$ cat src/source/ddr_user_pkg.sv
`default_nettype none

package ddr_user_pkg;

  localparam int num_banks = 8;

  localparam int col_w  = 9;
  localparam int row_w  = 14;
  localparam int bank_w = 3;

  // 26-bit word address, row in the top bits
  typedef struct packed {
    logic [row_w-1:0]  row;
    logic [bank_w-1:0] bank;
    logic [col_w-1:0]  col;
  } user_addr_t;

  typedef struct packed {
    user_addr_t  addr;
    logic        we;
    logic [3:0]  be;
    logic [31:0] wdata;
  } user_req_t;

  // tracker to data path, valid in the cycle the command is on the pins
  typedef struct packed {
    logic        wr_fire;
    logic        rd_fire;
    logic [3:0]  be;
    logic [31:0] wdata;
  } user_cmd_t;

endpackage

`default_nettype wire

$ cat src/source/ddr_mem_pkg.sv
`default_nettype none

package ddr_mem_pkg;

  // ~~~~~~~~~~~~~~~~~~~~~~~~~~~~~~~~~~~~~~~~~~~~~~~~~~~~~~~~~~~~~~~~~~~~~~~~~~
  // pin side of the controller
  // ~~~~~~~~~~~~~~~~~~~~~~~~~~~~~~~~~~~~~~~~~~~~~~~~~~~~~~~~~~~~~~~~~~~~~~~~~~

  localparam int mem_addr_w = 14;
  localparam int mem_bank_w = 3;

  // ras/cas/we, all active low on the pins
  typedef enum logic [2:0] {
    cmd_mrs = 3'b000,
    cmd_ref = 3'b001,
    cmd_pre = 3'b010,
    cmd_act = 3'b011,
    cmd_wr  = 3'b100,
    cmd_rd  = 3'b101,
    cmd_nop = 3'b111
  } mem_cmd_e;

  typedef struct packed {
    logic                  cke;
    mem_cmd_e              cmd;
    logic [mem_bank_w-1:0] bank;
    logic [mem_addr_w-1:0] addr;
  } mem_pins_t;

  // timing in clk_n cycles
  localparam int t_rcd     = 2;
  localparam int t_rp      = 2;
  localparam int t_mrd     = 2;
  localparam int cas_lat   = 2;
  localparam int t_rfc     = 8;
  localparam int init_wait = 40;

  localparam int pre_all_bit = 10;

  // burst length 1, sequential, cas latency in bits 6:4
  localparam logic [mem_addr_w-1:0] mode_word = mem_addr_w'({3'(cas_lat), 4'b0000});

  localparam mem_pins_t pins_nop = '{cke: 1'b1, cmd: cmd_nop, bank: '0, addr: '0};

  function automatic mem_pins_t mk_pins(mem_cmd_e cmd, logic [mem_bank_w-1:0] bank,
                                        logic [mem_addr_w-1:0] addr);
    mem_pins_t p;
    p.cke  = 1'b1;
    p.cmd  = cmd;
    p.bank = bank;
    p.addr = addr;
    return p;
  endfunction

endpackage

`default_nettype wire
$ cat src/source/ddr_memory_controller.sv
`timescale 1ns/10ps
`default_nettype none

module ddr_memory_controller (
  input  logic                    clk_n,
  input  logic                    rst_n,
  input  logic                    refresh_strobe,
  input  logic                    rand_req,
  input  ddr_user_pkg::user_req_t rand_payload,
  output logic                    rand_ack,
  output logic [31:0]             rand_rdata,
  input  logic                    bulk_req,
  input  ddr_user_pkg::user_req_t bulk_payload,
  output logic                    bulk_ack,
  output logic [31:0]             bulk_rdata,
  output ddr_mem_pkg::mem_pins_t  mem,
  output logic [31:0]             dq_out,
  output logic                    dq_oe,
  output logic [3:0]              dm,
  input  logic [31:0]             dq_in
);

  logic                    rand_pending;
  logic                    bulk_pending;
  ddr_user_pkg::user_req_t rand_q;
  ddr_user_pkg::user_req_t bulk_q;
  logic                    rand_done;
  logic                    bulk_done;
  logic                    init_done;
  logic                    rd_done;
  logic [31:0]             rdata;
  ddr_mem_pkg::mem_pins_t  trk_pins;
  ddr_user_pkg::user_cmd_t dcmd;

  ddr_req_port rand_port (
    .clk_n   (clk_n),
    .rst_n   (rst_n),
    .req     (rand_req),
    .payload (rand_payload),
    .done    (rand_done),
    .ack     (rand_ack),
    .pending (rand_pending),
    .req_q   (rand_q)
  );

  ddr_req_port bulk_port (
    .clk_n   (clk_n),
    .rst_n   (rst_n),
    .req     (bulk_req),
    .payload (bulk_payload),
    .done    (bulk_done),
    .ack     (bulk_ack),
    .pending (bulk_pending),
    .req_q   (bulk_q)
  );

  // owns the pins until power-up is over
  ddr_init_seq init_seq (
    .clk_n     (clk_n),
    .rst_n     (rst_n),
    .user_pins (trk_pins),
    .pins      (mem),
    .init_done (init_done)
  );

  ddr_bank_tracker bank_tracker (
    .clk_n          (clk_n),
    .rst_n          (rst_n),
    .init_done      (init_done),
    .refresh_strobe (refresh_strobe),
    .rand_pending   (rand_pending),
    .rand_req       (rand_q),
    .bulk_pending   (bulk_pending),
    .bulk_req       (bulk_q),
    .rd_done        (rd_done),
    .rand_done      (rand_done),
    .bulk_done      (bulk_done),
    .pins           (trk_pins),
    .dcmd           (dcmd)
  );

  ddr_data_path data_path (
    .clk_n   (clk_n),
    .rst_n   (rst_n),
    .dcmd    (dcmd),
    .dq_in   (dq_in),
    .dq_out  (dq_out),
    .dq_oe   (dq_oe),
    .dm      (dm),
    .rd_done (rd_done),
    .rdata   (rdata)
  );

  // shared read word, each port qualifies it with its own ack
  assign rand_rdata = rdata;
  assign bulk_rdata = rdata;

endmodule

`default_nettype wire

$ cat src/source/ddr_data_path.sv
`timescale 1ns/10ps
`default_nettype none

module ddr_data_path (
  input  logic                    clk_n,
  input  logic                    rst_n,
  input  ddr_user_pkg::user_cmd_t dcmd,
  input  logic [31:0]             dq_in,
  output logic [31:0]             dq_out,
  output logic                    dq_oe,
  output logic [3:0]              dm,
  output logic                    rd_done,
  output logic [31:0]             rdata
);
  import ddr_mem_pkg::*;

  // one bit per read in flight, oldest at the top
  logic [cas_lat-1:0] rd_pipe;
  logic               capture;

  // ~~~~~~~~~~~~~~~~~~~~~~~~~~~~~~~~~~~~~~~~~~~~~~~~~~~~~~~~~~~~~~~~~~~~~~~~~~
  // write side, same cycle as cmd_wr on the pins
  // ~~~~~~~~~~~~~~~~~~~~~~~~~~~~~~~~~~~~~~~~~~~~~~~~~~~~~~~~~~~~~~~~~~~~~~~~~~

  assign dq_out = dcmd.wdata;
  assign dq_oe  = dcmd.wr_fire;

  // dm high masks the byte, all masked when idle
  assign dm = dcmd.wr_fire ? ~dcmd.be : 4'hf;

  // ~~~~~~~~~~~~~~~~~~~~~~~~~~~~~~~~~~~~~~~~~~~~~~~~~~~~~~~~~~~~~~~~~~~~~~~~~~
  // read side
  // ~~~~~~~~~~~~~~~~~~~~~~~~~~~~~~~~~~~~~~~~~~~~~~~~~~~~~~~~~~~~~~~~~~~~~~~~~~

  assign capture = rd_pipe[cas_lat-1];

  always_ff @(posedge clk_n) begin
    if (!rst_n) begin
      rd_pipe <= '0;
      rd_done <= 1'b0;
    end else begin
      rd_pipe <= {rd_pipe[cas_lat-2:0], dcmd.rd_fire};
      rd_done <= capture;
    end
  end

  // word sampled cas_lat cycles after cmd_rd
  always_ff @(posedge clk_n) begin
    if (capture) begin
      rdata <= dq_in;
    end
  end

endmodule

`default_nettype wire

$ cat src/source/ddr_bank_tracker.sv
`timescale 1ns/10ps
`default_nettype none

module ddr_bank_tracker (
  input  logic                    clk_n,
  input  logic                    rst_n,
  input  logic                    init_done,
  input  logic                    refresh_strobe,
  input  logic                    rand_pending,
  input  ddr_user_pkg::user_req_t rand_req,
  input  logic                    bulk_pending,
  input  ddr_user_pkg::user_req_t bulk_req,
  input  logic                    rd_done,
  output logic                    rand_done,
  output logic                    bulk_done,
  output ddr_mem_pkg::mem_pins_t  pins,
  output ddr_user_pkg::user_cmd_t dcmd
);
  import ddr_mem_pkg::*;
  import ddr_user_pkg::*;

  typedef enum logic [2:0] {
    s_idle,
    s_pre_wait,
    s_act_wait,
    s_rd_wait,
    s_fin,
    s_ref_pre_wait,
    s_ref_wait
  } trk_st_e;

  trk_st_e              st;
  logic [3:0]           cnt;
  logic                 sel_bulk;
  logic                 ref_pend;
  user_req_t            cur;
  user_req_t            nxt;
  user_req_t            src;
  logic [num_banks-1:0] row_valid;
  logic [row_w-1:0]     open_row [num_banks];
  logic                 take;
  logic                 start_ref;
  logic                 row_hit;
  logic                 act_now;
  logic                 fin_now;

  function automatic mem_pins_t rw_pins(user_req_t r);
    mem_cmd_e c;
    if (r.we) c = cmd_wr;
    else c = cmd_rd;
    // bit 10 stays low, no auto precharge
    return mk_pins(c, r.addr.bank, mem_addr_w'(r.addr.col));
  endfunction

  function automatic user_cmd_t rw_cmd(user_req_t r);
    user_cmd_t c;
    c.wr_fire = r.we;
    c.rd_fire = !r.we;
    c.be      = r.be;
    c.wdata   = r.wdata;
    return c;
  endfunction

  // ~~~~~~~~~~~~~~~~~~~~~~~~~~~~~~~~~~~~~~~~~~~~~~~~~~~~~~~~~~~~~~~~~~~~~~~~~~
  // arbitration: refresh, then rand, then bulk
  // ~~~~~~~~~~~~~~~~~~~~~~~~~~~~~~~~~~~~~~~~~~~~~~~~~~~~~~~~~~~~~~~~~~~~~~~~~~

  assign nxt       = rand_pending ? rand_req : bulk_req;
  assign src       = (st == s_idle) ? nxt : cur;
  assign start_ref = (st == s_idle) && init_done && ref_pend;
  assign take      = (st == s_idle) && init_done && !ref_pend && (rand_pending || bulk_pending);
  assign row_hit   = row_valid[nxt.addr.bank] && (open_row[nxt.addr.bank] == nxt.addr.row);
  assign act_now   = (take && !row_valid[nxt.addr.bank]) || (st == s_pre_wait && cnt == '0);

  // done for a write in the cycle after cmd_wr, for a read when rdata lands
  assign fin_now   = (st == s_fin) || (st == s_rd_wait && rd_done);
  assign rand_done = fin_now && !sel_bulk;
  assign bulk_done = fin_now && sel_bulk;

  always_ff @(posedge clk_n) begin
    if (!rst_n) begin
      st        <= s_idle;
      cnt       <= '0;
      sel_bulk  <= 1'b0;
      ref_pend  <= 1'b0;
      row_valid <= '0;
      pins      <= pins_nop;
      dcmd      <= '0;
    end else begin
      ref_pend     <= refresh_strobe || (ref_pend && !start_ref);
      pins         <= pins_nop;
      dcmd.wr_fire <= 1'b0;
      dcmd.rd_fire <= 1'b0;
      if (cnt != '0) cnt <= cnt - 1'b1;
      case (st)
        s_idle: begin
          if (start_ref) begin
            pins <= mk_pins(cmd_pre, '0, mem_addr_w'(1) << pre_all_bit);
            cnt  <= 4'(t_rp - 1);
            st   <= s_ref_pre_wait;
          end else if (take) begin
            sel_bulk <= !rand_pending;
            if (row_hit) begin
              pins <= rw_pins(src);
              dcmd <= rw_cmd(src);
              st   <= src.we ? s_fin : s_rd_wait;
            end else if (row_valid[src.addr.bank]) begin
              // another row is open in this bank
              pins                      <= mk_pins(cmd_pre, src.addr.bank, '0);
              row_valid[src.addr.bank] <= 1'b0;
              cnt                       <= 4'(t_rp - 1);
              st                        <= s_pre_wait;
            end else begin
              pins                      <= mk_pins(cmd_act, src.addr.bank, src.addr.row);
              row_valid[src.addr.bank] <= 1'b1;
              cnt                       <= 4'(t_rcd - 1);
              st                        <= s_act_wait;
            end
          end
        end
        s_pre_wait: begin
          if (cnt == '0) begin
            pins                      <= mk_pins(cmd_act, src.addr.bank, src.addr.row);
            row_valid[src.addr.bank] <= 1'b1;
            cnt                       <= 4'(t_rcd - 1);
            st                        <= s_act_wait;
          end
        end
        s_act_wait: begin
          if (cnt == '0) begin
            pins <= rw_pins(src);
            dcmd <= rw_cmd(src);
            st   <= src.we ? s_fin : s_rd_wait;
          end
        end
        s_rd_wait: begin
          if (rd_done) st <= s_idle;
        end
        s_fin: st <= s_idle;
        s_ref_pre_wait: begin
          if (cnt == '0) begin
            pins <= mk_pins(cmd_ref, '0, '0);
            cnt  <= 4'(t_rfc - 1);
            st   <= s_ref_wait;
          end
        end
        s_ref_wait: begin
          // every bank is closed after precharge all
          if (cnt == '0) begin
            row_valid <= '0;
            st        <= s_idle;
          end
        end
        default: st <= s_idle;
      endcase
    end
  end

  always_ff @(posedge clk_n) begin
    if (take) cur <= nxt;
    if (act_now) open_row[src.addr.bank] <= src.addr.row;
  end

endmodule

`default_nettype wire

$ cat src/source/ddr_init_seq.sv
`timescale 1ns/10ps
`default_nettype none

module ddr_init_seq (
  input  logic                   clk_n,
  input  logic                   rst_n,
  input  ddr_mem_pkg::mem_pins_t user_pins,
  output ddr_mem_pkg::mem_pins_t pins,
  output logic                   init_done
);
  import ddr_mem_pkg::*;

  typedef enum logic [1:0] {
    s_cke,
    s_seq,
    s_done
  } init_st_e;

  localparam logic [1:0] last_step = 2'd3;

  init_st_e   st;
  logic [5:0] cnt;
  logic [1:0] step;
  mem_pins_t  init_pins;

  // step 0 precharge all, 1 mode register, 2 and 3 auto refresh
  function automatic mem_pins_t step_pins(logic [1:0] s);
    case (s)
      2'd0:    return mk_pins(cmd_pre, '0, mem_addr_w'(1) << pre_all_bit);
      2'd1:    return mk_pins(cmd_mrs, '0, mode_word);
      default: return mk_pins(cmd_ref, '0, '0);
    endcase
  endfunction

  function automatic logic [5:0] step_wait(logic [1:0] s);
    case (s)
      2'd0:    return 6'(t_rp - 1);
      2'd1:    return 6'(t_mrd - 1);
      default: return 6'(t_rfc - 1);
    endcase
  endfunction

  always_ff @(posedge clk_n) begin
    if (!rst_n) begin
      st        <= s_cke;
      cnt       <= 6'(init_wait - 1);
      step      <= 2'd0;
      init_pins <= '{cke: 1'b0, cmd: cmd_nop, bank: '0, addr: '0};
    end else begin
      case (st)
        s_cke: begin
          // cke goes high together with the first command
          if (cnt == '0) begin
            init_pins <= step_pins(2'd0);
            cnt       <= step_wait(2'd0);
            st        <= s_seq;
          end else begin
            cnt <= cnt - 1'b1;
          end
        end
        s_seq: begin
          init_pins <= pins_nop;
          if (cnt != '0) begin
            cnt <= cnt - 1'b1;
          end else if (step == last_step) begin
            st <= s_done;
          end else begin
            step      <= step + 1'b1;
            init_pins <= step_pins(step + 1'b1);
            cnt       <= step_wait(step + 1'b1);
          end
        end
        default: ;
      endcase
    end
  end

  assign init_done = (st == s_done);
  assign pins      = init_done ? user_pins : init_pins;

endmodule

`default_nettype wire

$ cat src/source/ddr_req_port.sv
`timescale 1ns/10ps
`default_nettype none

module ddr_req_port (
  input  logic                    clk_n,
  input  logic                    rst_n,
  input  logic                    req,
  input  ddr_user_pkg::user_req_t payload,
  input  logic                    done,
  output logic                    ack,
  output logic                    pending,
  output ddr_user_pkg::user_req_t req_q
);

  logic accept;

  // new request only once the previous handshake has fully closed
  assign accept = req && !pending && !ack;

  always_ff @(posedge clk_n) begin
    if (!rst_n) begin
      pending <= 1'b0;
      ack     <= 1'b0;
    end else begin
      if (accept) begin
        pending <= 1'b1;
      end else if (pending && done) begin
        pending <= 1'b0;
        ack     <= 1'b1;
      end else if (ack && !req) begin
        ack <= 1'b0;
      end
    end
  end

  // request is held stable by the requester, one copy is enough
  always_ff @(posedge clk_n) begin
    if (accept) begin
      req_q <= payload;
    end
  end

endmodule

`default_nettype wire

$ cat config.mk
export PLATFORM = sky130hd
export DESIGN_NAME = ddr_memory_controller
export DESIGN_NICKNAME = d
export VERILOG_FILES = /design/src/source/ddr_user_pkg.sv /design/src/source/ddr_mem_pkg.sv /design/src/source/ddr_memory_controller.sv /design/src/source/ddr_data_path.sv /design/src/source/ddr_bank_tracker.sv /design/src/source/ddr_init_seq.sv /design/src/source/ddr_req_port.sv
export SDC_FILE = /design/constraint.sdc
export NUM_CORES = 1
export LEC_CHECK = 0
export BUFFER_PORTS_ARGS = -buffer_cell sky130_fd_sc_hd__buf_4
export CAP_MARGIN = 30
export CORE_AREA = 2 2 252 254
export CTS_BUF_LIST = sky130_fd_sc_hd__clkbuf_2 sky130_fd_sc_hd__clkbuf_4 sky130_fd_sc_hd__clkbuf_8
export CTS_CLUSTER_DIAMETER = 150
export CTS_CLUSTER_SIZE = 16
export DETAILED_ROUTE_END_ITERATION = 12
export DIE_AREA = 0 0 254 256
export GPL_ROUTABILITY_DRIVEN = 0
export HOLD_SLACK_MARGIN = 0.03
export SKIP_LAST_GASP = 1
export SYNTH_ARGS = -nofsm -noshare
export SYNTH_HDL_FRONTEND = slang
export SYNTH_SLANG_ARGS = --single-unit
$ cat constraint.sdc
create_clock -name clk_n -period 8.84 [get_ports clk_n]
set_input_delay 1.768 -clock clk_n [delete_from_list [all_inputs] [get_ports clk_n]]
set_output_delay 1.768 -clock clk_n [all_outputs]
set_load 0.01 [all_outputs]
# Word level (Yosys, flattened, before mapping)
# Memories as Yosys holds them, arrays and structs flattened.
# Index checks and enable logic that the tools add are counted.
[totals]
mem_bits_rw = 112
word_cells = 219
latchBits = 0
ff_bits = 335
mem_bits_ro = 0
memories = 1
out_inout_bits = 124
[classes]
shift = 0
order_cmp = 3
add_sub_neg = 3
div_mod_pow = 0
n_eq_ne = 25
bitwise = 9
n_mul = 0
reduce_logical = 60
muxes = 73
[memory_table]
columns = ["memory", "words", "width", "read_ports", "rd_ports_with_merged_regs", "write_ports", "line_no", "text"]
rows = [
  ["bank_tracker.open_row", 8, 14, 1, 0, 1, "ddr_bank_tracker.sv:40", "logic [row_w-1:0] open_row [num_banks];"],
]
[ops]
columns = ["cell", "n"]
rows = [
  ["$mux W38", 4],
  ["$mux W21", 7],
  ["$mux W63", 2],
  ["$pmux W21 S4", 1],
  ["$pmux W38 S2", 1],
  ["$mux W8", 6],
  ["$pmux W21 S2", 1],
  ["$mux W20", 2],
  ["$pmux W19 S2", 1],
  ["$mux W3", 10],
  ["$mux W4", 7],
  ["$pmux W8 S3", 1],
  ["$logic_and A1 B1 Y1", 20],
  ["$mux W19", 1],
  ["$mux W18", 1],
  ["$mux W6", 3],
  ["$pmux W3 S6", 1],
  ["$ne A2 B1 Y1 const B", 8],
  ["$eq A14 B14 Y1", 1],
  ["$mux W1", 14],
  ["$pmux W4 S3", 1],
  ["$pmux W6 S2", 1],
  ["$reduce_and A6 Y1", 2],
  ["$reduce_bool A2 Y1", 6],
  ["other kinds (36)", 71],
]

# Longest topological paths before layout
# Gate-level depths: netlist of the first run.
[depth]
word_depth = 13
ltp_mapped = 16
ltp_nobuf = 10

# By module
# A second synthesis of the first run with hierarchy kept.
[unflattened]
hier_cells = 1371
hier_area_um2 = 18174.9
[modules_own_cells]
columns = ["module", "cells_each", "seq_area_each_um2", "area_per_inst_um2", "n_inst"]
rows = [
  ["ddr_bank_tracker", 1009, 6756.5, 11697.5, 1],
  ["ddr_req_port", 70, 1931.9, 1974.4, 2],
  ["ddr_data_path", 75, 1021.0, 1302.5, 1],
  ["ddr_init_seq", 115, 320.3, 985.9, 1],
  ["ddr_memory_controller", 32, 0.0, 240.2, 1],
]

# Worst setup path before layout of the first run
# No wires, ideal clock.
[synth_path]
path_kind = "input -> register"
start = "input bulk_req"
end = "register bulk_port.req_q[0] (netlist name), enable pin"
n_path_buf = 0
cell_stages = 1
setup_time_ns = 0.577
required_time_ns = 8.263
arrival_time_ns = 6.380
slack_ns = 1.883
path_cell_list = "nor3b_1"
[synth_via]
elab_chain_len = 2
[synth_lines]
columns = ["item", "line_no", "text"]
rows = [
  ["start: declaration", "ddr_memory_controller.sv:12", "input logic bulk_req,"],
  ["$logic_and A1 B1 Y1 (2 in a row)", "ddr_req_port.sv:18", "assign accept = req && !pending && !ack;"],
  ["end signal: assignment", "ddr_req_port.sv:39", "req_q <= payload;"],
  ["end: declaration", "ddr_req_port.sv:12", "output ddr_user_pkg::user_req_t req_q"],
]
# Every way passes these cells.
# A chain may end at the register's enable or synchronous reset.

# Worst setup path after layout of the first run
[layout_path]
start = "register rand_port.pending"
end = "register, netlist name bank_tracker.dcmd[2]"
[layout_via]
elab_chain_len = 6
elab_cells_between_ends = 17
[layout_lines]
columns = ["item", "line_no", "text"]
rows = [
  ["start: declaration", "ddr_req_port.sv:11", "output logic pending,"],
  ["start signal: assignment", "ddr_req_port.sv:22", "pending <= 1'b0;"],
  ["start signal: assignment", "ddr_req_port.sv:26", "pending <= 1'b1;"],
  ["start signal: assignment", "ddr_req_port.sv:28", "pending <= 1'b0;"],
  ["$mux W63", "ddr_bank_tracker.sv:68", "assign nxt = rand_pending ? rand_req : bulk_req;"],
  ["$mem_v2 Z8 W14, or another cell as far along", "-", ""],
  ["$eq A14 B14 Y1, or another cell as far along", "ddr_bank_tracker.sv:72", "assign row_hit = row_valid[nxt.addr.bank] && (open_row[nxt.addr.bank] == nxt.addr.row);"],
  ["$logic_and A1 B1 Y1 / $mux W38 (equally long branches)", "ddr_bank_tracker.sv:72, ddr_bank_tracker.sv:101", ""],
  ["$ne A2 B1 Y1 (no source line) / $mux W38 (equally long branches)", "-", ""],
  ["$reduce_and A5 Y1 (no source line) / $pmux W38 S2 (equally long branches)", "-", ""],
]
# Parallel ways exist; a longest one is shown, timed or not. The select of a mux whose other input is x is not followed.

==> results of run 1 <==
==> flip-flops by register name (all words and copies together), names as in the netlist, 2 cells and up, named ones only <==
signal                 flops
bank_tracker.cnt           4
bank_tracker.open_row    112
bank_tracker.pins         20
init_seq.init_pins         6
rand_port.req_q           63
bank_tracker.cur          63
data_path.rdata           32
bulk_port.req_q           63
data_path.rd_pipe          2
init_seq.st                2
init_seq.step              2
init_seq.cnt               6
bank_tracker.st            3
bank_tracker.dcmd         38
==> final cells by class <==
| type | count | area (um2) | area share [%] |
|---|---|---|---|
| clock buffer | 55 | 607 | 2.79 |
| sequential | 431 | 12000 | 54.9 |
| inverter | 40 | 153 | 0.701 |
| multi-input combinational | 873 | 5560 | 25.5 |
| timing repair buffer | 311 | 2430 | 11.2 |
| tap | 846 | 1060 | 4.86 |
==> logic make-up after synthesis <==
kind of cell | Yosys count | synth area share, %
AOI/OAI and AO/OA | 310 | 11.7
xor gates and xnor gates | 12 | 0.568
muxes | 82 | 5.13
buffers and inverters | 192 | 5.64
DFF | 431 | 64.6
and+or+nand+nor | 461 | 11.9
adders and majority gates | 8 | 0.541
==> final timing paths <==
check	start	endpoint	slack (ns)	cells past startpoint
worst max register to register	rand_port.pending$_SDFFE_PN0P_	bank_tracker.dcmd[2]$_SDFFE_PN0P_	3.90	11
worst min-delay path	data_path.rd_pipe[0]$_SDFF_PN0_	data_path.rd_pipe[1]$_SDFF_PN0_	0.46	1
worst min register to register	data_path.rd_pipe[0]$_SDFF_PN0_	data_path.rd_pipe[1]$_SDFF_PN0_	0.46	1
worst max-delay path	rand_port.pending$_SDFFE_PN0P_	bank_tracker.dcmd[2]$_SDFFE_PN0P_	3.90	11
==> per-layer routing <==
layer	track usage [%]	vias up	routed length (um)
met5	0	-	16
met4	4.18	2	1310
met3	3.08	80	3410
met2	23.9	431	23300
met1	19.6	6083	20900
li1	-	5773	-
==> where the power goes <==
group | switching, mW | internal, mW
clock | 0.637 | 0.427
combinational | 0.454 | 0.303
sequential | 0.0475 | 2.32
==> cells in the final DEF, fill, tap and decap left out, types with 23 or more instances in the layout <==
cell,netlist,layout
buf_4,71,301
mux2i_1,23,23
nor2_1,130,122
a21oi_1,98,98
nand3_1,39,39
edfxtp_1,333,333
dfxtp_1,98,97
clkbuf_8,0,31
inv_1,37,36
mux2_2,54,54
and2_1,62,62
a211o_1,26,26
nand2_1,123,122
o21ai_0,39,39
clkbuf_4,0,24
==> through the flow <==
step,area (um2),worst slack [ns],util (%),hold slack (ns)
after floorplan,18500,1.88,-,0.412
after global placement,21000,4.14,33.6,0.426
after detailed placement,21100,4.04,33.9,0.430
after CTS,21700,3.99,34.9,0.457
after global routing,21800,3.72,34.9,0.499
final,21800,3.90,34.9,0.456
==> impl_metrics.csv, run 1 <==
group,metric,value,unit
clocking,clockBufferDepth,3,
critical_path,crit_arrival,5.53,ns
final_layout,layoutNonFillerInstCount,2556,
floorplan,num_rows,92,
logic_synthesis,synth_cell_types,65,
global_route,track_usage,14.7,%
logic_synthesis,ys_top_cells_by_count,"edfxtp_1 (333), nor2_1 (130), nand2_1 (123), a21oi_1 (98), dfxtp_1 (98)",
logic_synthesis,synth.net_count,1667,
final_layout,syn_to_final_growth,17.6,%
clocking,cts_tree,"done",
timing,slew_headroom,27.4,%
route,wire_per_inst,19.1,um
pwr,total_power,4.19,mW
critical_path,cp_num_buf_inv,2,
logic_synthesis,postSynthAreaPerCell,12.4,um2
logic_synthesis,synth_edf_count,333,
clocking,cts-root-buf,"clkbuf_8",
critical_path,path_class,"reg2reg",
floorplan,core,62400,um2
global_route,overflow,0,
clocking,cts_resized,0,
route,first_pass_iters,5,
timing,fmax,202,MHz
clocking,cts_setup_buffers,0,
floorplan,ioPinCount,287,
worst_hold_path,hold_class,"reg2reg",
placement,hpwl,33.3,mm
route,ant_nets,0,
timing,rsz0062_at_grt,"false",
logic_synthesis,ys_top_cells_by_area,"edfxtp_1 (54%), dfxtp_1 (11%), mux2_2 (3.3%)",
global_route,grt_pass1_wl,74.6,mm
critical_path,crit_fanout,64,
timing,maxSlewViolCount,0,
timing,hold_viol,0,
logic_synthesis,synthFlopType,"edfxtp_1",
floorplan,die_y,256,um
logic_synthesis,synth.yosys.seq_area_share,64.6,%
global_route,antenna_found_initial,2,
floorplan,die-area,65000,um2
clocking,h-tree-depth,1,
critical_path,crit_chain,"mux2i_4, inv_2, nor2_1, a211oi_1, o22a_1, a211o_1, nor4_1, and4b_2, buf_4, and2_1, o221a_2",
critical_path,start_kind,"register",
final_layout,num_antenna_cells,0,
timing,fin_tns_setup,0,ns
global_route,grt_pass1_vias,12196,
clocking,clock_latency,0.66,ns
logic_synthesis,synth_warnings,0,
logic_synthesis,synthCells,1496,
final_layout,n_fill_cell,6176,
timing,setup_viol_count_final,0,
logic_synthesis,synth-seq-cells,431,
timing,min_period_over_period,55.9,%
route,viasPerCell,4.84,
route,wl,48.9,mm
pwr,cellLeakagePower,8.25,nW
critical_path,endpoint_kind,"register",
route,vias,12369,
final_layout,nets,1858,
critical_path,critPathMaxStageDelay,0.66,ns
logic_synthesis,yosys.area.top_type,"edfxtp_1",
critical_path,path_delay_family,"simple AND/OR/NAND/NOR gates",
clocking,cts_made_buffers,30,
route,drt-initial-drc-count,1083,
logic_synthesis,synth_top_area_share,54.0,%
logic_synthesis,netlist_area,18500,um2
run,maxCapViolCount,0,
pwr,peakVddDrop,0.000131,V
status,outcome,"finished, final reports clean",
timing,finalWorstPathRequiredPeriod,4.94,ns
timing,tightest_slew,1.09,ns
placement,dp.cells,2500,
timing,finalClockSkew,0.0204,ns
critical_path,cpMaxStageDelayCell,"and2_1",
route,drc_errors,0,
global_route,grt_max_degree,80,
clocking,clk_pin_slew,0.11,ns
floorplan,start_util,29.7,%
pwr,power_density,192,nW/um2
critical_path,crit_required,9.43,ns
clocking,cts.sink_count,431,
placement,portBuffers,286,
final_layout,drive_gt1_share,27.6,%
clocking,hold_buffers,0,
logic_synthesis,async_flop_share,0,%
floorplan,die_x,254,um
logic_synthesis,synth_most_common_cell,"edfxtp_1",
(Power assumes the default switching activity.)
==> run 2, diff against run 1 <==
==> constraint.sdc (replaced) <==
create_clock -name clk_n -period 5.2 [get_ports clk_n]
set_input_delay 1.04 -clock clk_n [delete_from_list [all_inputs] [get_ports clk_n]]
set_output_delay 1.04 -clock clk_n [all_outputs]
set_load 0.01 [all_outputs]
==> run 2 against run 1 <==
Against the previous run:
- clock skew increased by 0.00069 ns
- sequential share of layout area is 0.079 points higher
- hold slack worse by 0.0087 ns
- largest cell class unchanged
- global-route usage rose by 0.16 points
- flip-flop and latch count did not move
- wire length grew 1.1%
- clock power rose by 73%
- combinational power up 69%
- critical path depth fell by 1
- total power is 70% higher
- maximum frequency grew 16%
==> impl_metrics.csv, run 2 (synthesized netlist as in run 1, its figures left out) <==
group,metric,value,unit
placement,dp.cells,2511,
pwr,sw_frac_of_total,27.2,%
final_layout,syn_to_final_growth,17.4,%
route,drc_errors,0,
clocking,h-tree-depth,1,
pwr,peakVddDrop,0.000221,V
route,drt-initial-drc-count,1150,
clocking,hold_buffers,0,
critical_path,path_delay_family,"simple AND/OR/NAND/NOR gates",
final_layout,largest_register_ff_count,112,
critical_path,start_kind,"register",
timing,fin_tns_setup,0,ns
final_layout,drive_gt1_share,27.6,%
timing,tightest_slew,0.945,ns
critical_path,cpMaxStageDelayCell,"and2_1",
timing,hold_ws,0.447,ns
global_route,track_usage,14.8,%
floorplan,num_rows,92,
route,viasPerCell,4.83,
timing,fmax,235,MHz
clocking,cts_setup_buffers,0,
route,ant_nets,0,
final_layout,num_antenna_cells,0,
global_route,grt_pass1_vias,12440,
status,outcome,"finished, final reports clean",
pwr,p_int,5.19,mW
clocking,clock_latency,0.65,ns
global_route,grt_pass1_wl,75.6,mm
floorplan,start_util,29.7,%
clocking,cts_resized,0,
timing,min_period_over_period,81.7,%
floorplan,die-area,65000,um2
clocking,cts_made_buffers,30,
critical_path,crit_chain,"buf_4, nand2_1, o22ai_1, a221oi_1, o22ai_1, xnor2_1, nor4_1, and4b_2, and2_1, o221a_1",
clocking,clk_pin_slew,0.11,ns
final_layout,layout_common_cells,"edfxtp_1 (333), buf_4 (321), nor2_1 (130)",
pwr,cellLeakagePower,8.28,nW
critical_path,reg2reg_from,"rand_port.pending$_SDFFE_PN0P_",
floorplan,die_y,256,um
route,wire_per_inst,19.3,um
timing,rsz0062_at_grt,"false",
timing,finalClockSkew,0.0211,ns
pwr,power_density,328,nW/um2
final_layout,layoutNonFillerInstCount,2567,
critical_path,crit_required,5.78,ns
critical_path,crit_arrival,4.83,ns
pwr,total_power,7.13,mW
worst_hold_path,hold_class,"reg2reg",
route,wl,49.5,mm
pwr,pwr-share-seq,56.5,%
clocking,cts.sink_count,431,
placement,portBuffers,286,
final_layout,final_common_cell,"edfxtp_1",
critical_path,endpoint_kind,"register",
critical_path,crit_fanout,37,
timing,maxSlewViolCount,0,
floorplan,die_x,254,um
critical_path,cp_common_cell,"o22ai_1",
clocking,clockBufferDepth,3,
timing,finalWorstPathRequiredPeriod,4.25,ns
global_route,grt_max_degree,59,
critical_path,cp-startpoint,"rand_port.pending$_SDFFE_PN0P_",
critical_path,cp_num_buf_inv,1,
floorplan,ioPinCount,287,
clocking,cts-root-buf,"clkbuf_8",
worst_hold_path,hp-start,"data_path.rd_pipe[0]$_SDFF_PN0_",
critical_path,path_class,"reg2reg",
timing,hold_viol,0,
pwr,power.switching,1.94,mW
placement,hpwl,33.3,mm
run,maxCapViolCount,0,
timing,slew_headroom,37.0,%
pwr,pwr-share-comb,17.9,%
global_route,antenna_found_initial,1,
floorplan,core,62400,um2
timing,setup_viol_count_final,0,
clocking,cts_tree,"done",
route,first_pass_iters,7,
route,vias,12407,
pwr,clkPwrFrac,25.6,%
final_layout,n_fill_cell,6218,
global_route,overflow,0,
final_layout,regMostFlops,"bank_tracker.open_row",
final_layout,nets,1868,
critical_path,critPathMaxStageDelay,0.62,ns
## run 2: metrics by stage
stage / instance area [um2] / utilization [%] / setup slack, ns
finish: 21700 / 34.9 / 0.951
global route: 21700 / 34.9 / 0.686
CTS: 21700 / 34.9 / 0.982
detailed placement: 21100 / 33.9 / 1.00
global placement: 21100 / 33.9 / 1.02
floorplan: 18500 / - / 0.619
## run 2: final timing paths
| check | end | slack [ns] | depth (start not counted) |
|---|---|---|---|
| worst max-delay path | bank_tracker.dcmd[9]$_SDFFE_PN0P_ | 0.95 | 10 |
| worst min-delay path | data_path.rd_pipe[1]$_SDFF_PN0_ | 0.45 | 1 |
| worst max register to register | bank_tracker.dcmd[9]$_SDFFE_PN0P_ | 0.95 | 10 |
| worst min register to register | data_path.rd_pipe[1]$_SDFF_PN0_ | 0.45 | 1 |
## run 2: metal layers
layer / track usage (%) / part of all wire, % / vias up
li1: - / - / 5793
met1: 19.9 / 43 / 6130
met2: 24.7 / 48 / 414
met3: 2.70 / 6.2 / 68
met4: 3.50 / 2.0 / 2
met5: 0 / 0.032 / -
## run 2: final cells by class
| class | count | area, um2 | area share [%] |
|---|---|---|---|
| clock buffer | 56 | 614 | 2.83 |
| inverter | 40 | 153 | 0.702 |
| multi-input combinational | 873 | 5540 | 25.5 |
| sequential | 431 | 12000 | 55.0 |
| tap | 846 | 1060 | 4.87 |
| timing repair buffer | 321 | 2410 | 11.1 |
## run 2: worst reg2reg max path, delay by kind of cell, from the launching register on
kind            cells  cell delay (ns)
buf+inv             1             0.50
xor+xnor            1             0.11
compound gates      4             1.03
flops               1             0.57
simple gates        4             1.99
## run 2: power groups by stage
| stage | clock [mW] | sequential (mW) | combinational [mW] |
|---|---|---|---|
| detailed placement | 0 | 4.10 | 1.28 |
| finish | 1.83 | 4.03 | 1.28 |
| global placement | 0 | 4.10 | 1.25 |
| CTS | 1.88 | 4.03 | 1.29 |
| global route | 2.01 | 4.04 | 1.41 |
| floorplan | 0 | 4.06 | 0.895 |
==> run 3, diff against run 2 <==
==> constraint.sdc (replaced) <==
create_clock -name clk_n -period 4.03 [get_ports clk_n]
set_input_delay 0.806 -clock clk_n [delete_from_list [all_inputs] [get_ports clk_n]]
set_output_delay 0.806 -clock clk_n [all_outputs]
set_load 0.01 [all_outputs]
==> run 3 against run 2 <==
Against the previous run:
- total power up 29%
- utilization rose by 0.24 points
- register-to-register slack worse by 0.63 ns
==> impl_metrics.csv, run 3 (synthesized netlist as in run 1, its figures left out) <==
group,metric,value,unit
global_route,antenna_found_initial,0,
final_layout,nets,1880,
worst_hold_path,hold_path_end,"data_path.rdata[26]$_DFFE_PP_",
route,drc_errors,0,
clocking,cts.sink_count,431,
pwr,pwr-share-comb,18.2,%
timing,fmax,270,MHz
global_route,use_met3,2.98,%
clocking,clock_latency,0.66,ns
clocking,cts-root-buf,"clkbuf_8",
clocking,clk_pin_slew,0.11,ns
clocking,cts_tree,"done",
pwr,clkPwrFrac,25.4,%
timing,fin_tns_setup,0,ns
clocking,cts_made_buffers,30,
route,wl,49.0,mm
route,ant_nets,0,
timing,min_period_over_period,92.1,%
global_route,overflow,0,
timing,setup_slack,0.320,ns
pwr,power.switching,2.48,mW
route,drt-initial-drc-count,1067,
pwr,power_density,420,nW/um2
timing,hold_viol,0,
floorplan,ioPinCount,287,
worst_hold_path,hold_class,"in2reg",
timing,finalClockSkew,0.0278,ns
clocking,clockBufferDepth,3,
final_layout,drive_gt1_share,28.1,%
global_route,grtUsageMet1,19.1,%
pwr,peakVddDrop,0.000319,V
route,first_pass_iters,5,
final_layout,regMostFlops,"bank_tracker.open_row",
critical_path,reg2reg_from,"bulk_port.req_q[46]$_DFFE_PP_",
placement,portBuffers,286,
clocking,h-tree-depth,1,
critical_path,path_class,"reg2reg",
critical_path,reg2reg_to,"bank_tracker.dcmd[31]$_SDFFE_PN0P_",
floorplan,die-area,65000,um2
critical_path,ff2ff_setup_slack,0.32,ns
critical_path,crit_required,4.64,ns
clocking,cts_setup_buffers,0,
route,viasPerCell,4.83,
pwr,sw_frac_of_total,27.0,%
clocking,cts_resized,0,
critical_path,crit_fanout,38,
final_layout,syn_to_final_growth,18.2,%
timing,tightest_slew,0.924,ns
timing,hold_ws,0.309,ns
final_layout,layout_common_cells,"edfxtp_1 (333), buf_4 (329), nor2_1 (130)",
critical_path,start_kind,"register",
final_layout,num_antenna_cells,0,
pwr,pwr-share-seq,56.4,%
route,vias,12468,
final_layout,final_common_cell,"edfxtp_1",
timing,setup_viol_count_final,0,
run,maxCapViolCount,0,
global_route,grt_pass1_wl,74.9,mm
critical_path,endpoint_kind,"register",
floorplan,num_rows,92,
placement,hpwl,33.6,mm
pwr,cellLeakagePower,8.36,nW
route,wire_per_inst,19.0,um
critical_path,crit_arrival,4.32,ns
timing,rsz0062_at_grt,"false",
timing,finalWorstPathRequiredPeriod,3.71,ns
global_route,busiest_layer,"met2",
global_route,grtUsageMet2,24.8,%
timing,maxSlewViolCount,0,
pwr,p_int,6.72,mW
global_route,grt_max_degree,69,
final_layout,largest_register_ff_count,112,
floorplan,start_util,29.7,%
worst_hold_path,hp-start,"dq_in[26]",
final_layout,multiInputGateArea,5540,um2
final_layout,n_fill_cell,6173,
worst_hold_path,hold_depth,1,
floorplan,core,62400,um2
floorplan,die_y,256,um
clocking,hold_buffers,0,
status,outcome,"finished, final reports clean",
global_route,grt_pass1_vias,12387,
placement,dp_worst_setup_slack,0.466,ns
timing,slew_headroom,38.4,%
critical_path,reg2reg_depth,13,
final_layout,final-seq-area,12000,um2
floorplan,die_x,254,um
global_route,track_usage,14.7,%
run 3: critical path, cell delays in order (launching register included):
cell	delay, ns
edfxtp_1	0.45
buf_4	0.39
nor2_1	0.10
o31a_1	0.31
a2111oi_0	0.53
a2111oi_0	0.12
nand3b_1	0.22
nor4_1	0.23
buf_4	0.17
and4b_2	0.30
buf_12	0.22
and2_1	0.15
buf_4	0.22
o221a_2	0.22
run 3: through the flow:
stage	total power [mW]	instance area (um2)	utilization (%)	instances
floorplan	6.40	18500	-	1496
global placement	6.93	21300	34.1	2522
detailed placement	6.97	21300	34.1	2522
CTS	9.30	21900	35.0	2578
global route	9.64	21900	35.1	2579
finish	9.20	21900	35.1	2579
run 3: how the worst max path moves through the flow:
| stage | start | to | slack (ns) | cells after the start |
|---|---|---|---|---|
| 2_1_floorplan | rand_port.pending$_SDFFE_PN0P_ | bank_tracker.dcmd[18]$_SDFFE_PN0P_ | 0.04 | 11 |
| 3_3_place_gp | bulk_port.req_q[46]$_DFFE_PP_ | bank_tracker.dcmd[0]$_SDFFE_PN0P_ | 0.52 | 13 |
| 3_5_place_dp | bulk_port.req_q[46]$_DFFE_PP_ | bank_tracker.dcmd[29]$_SDFFE_PN0P_ | 0.47 | 13 |
| 4_1_cts | bulk_port.req_q[46]$_DFFE_PP_ | bank_tracker.dcmd[31]$_SDFFE_PN0P_ | 0.40 | 13 |
| 5_1_grt | rand_port.pending$_SDFFE_PN0P_ | bank_tracker.dcmd[15]$_SDFFE_PN0P_ | 0.14 | 14 |
| 6_report | bulk_port.req_q[46]$_DFFE_PP_ | bank_tracker.dcmd[31]$_SDFFE_PN0P_ | 0.32 | 13 |
run 3: final cells by class:
class	count	share of cell area [%]
flip-flops and latches	431	54.7
well taps	846	4.84
repair buffers	333	11.7
clock buffers	56	2.81
multi-input cells	873	25.3
inverters	40	0.697
run 3: power by group through the flow:
stage	clock (mW)	sequential, mW	combinational (mW)
after global routing	2.58	5.21	1.85
final	2.34	5.19	1.67
after global placement	0	5.28	1.65
after floorplan	0	5.24	1.16
after CTS	2.43	5.19	1.68
after detailed placement	0	5.29	1.68
run 3: metal layers:
metal,up-vias,routed length [um]
li1,5815,-
met3,73,3570
met1,6153,20300
met5,-,0
met2,427,24000
met4,0,1110
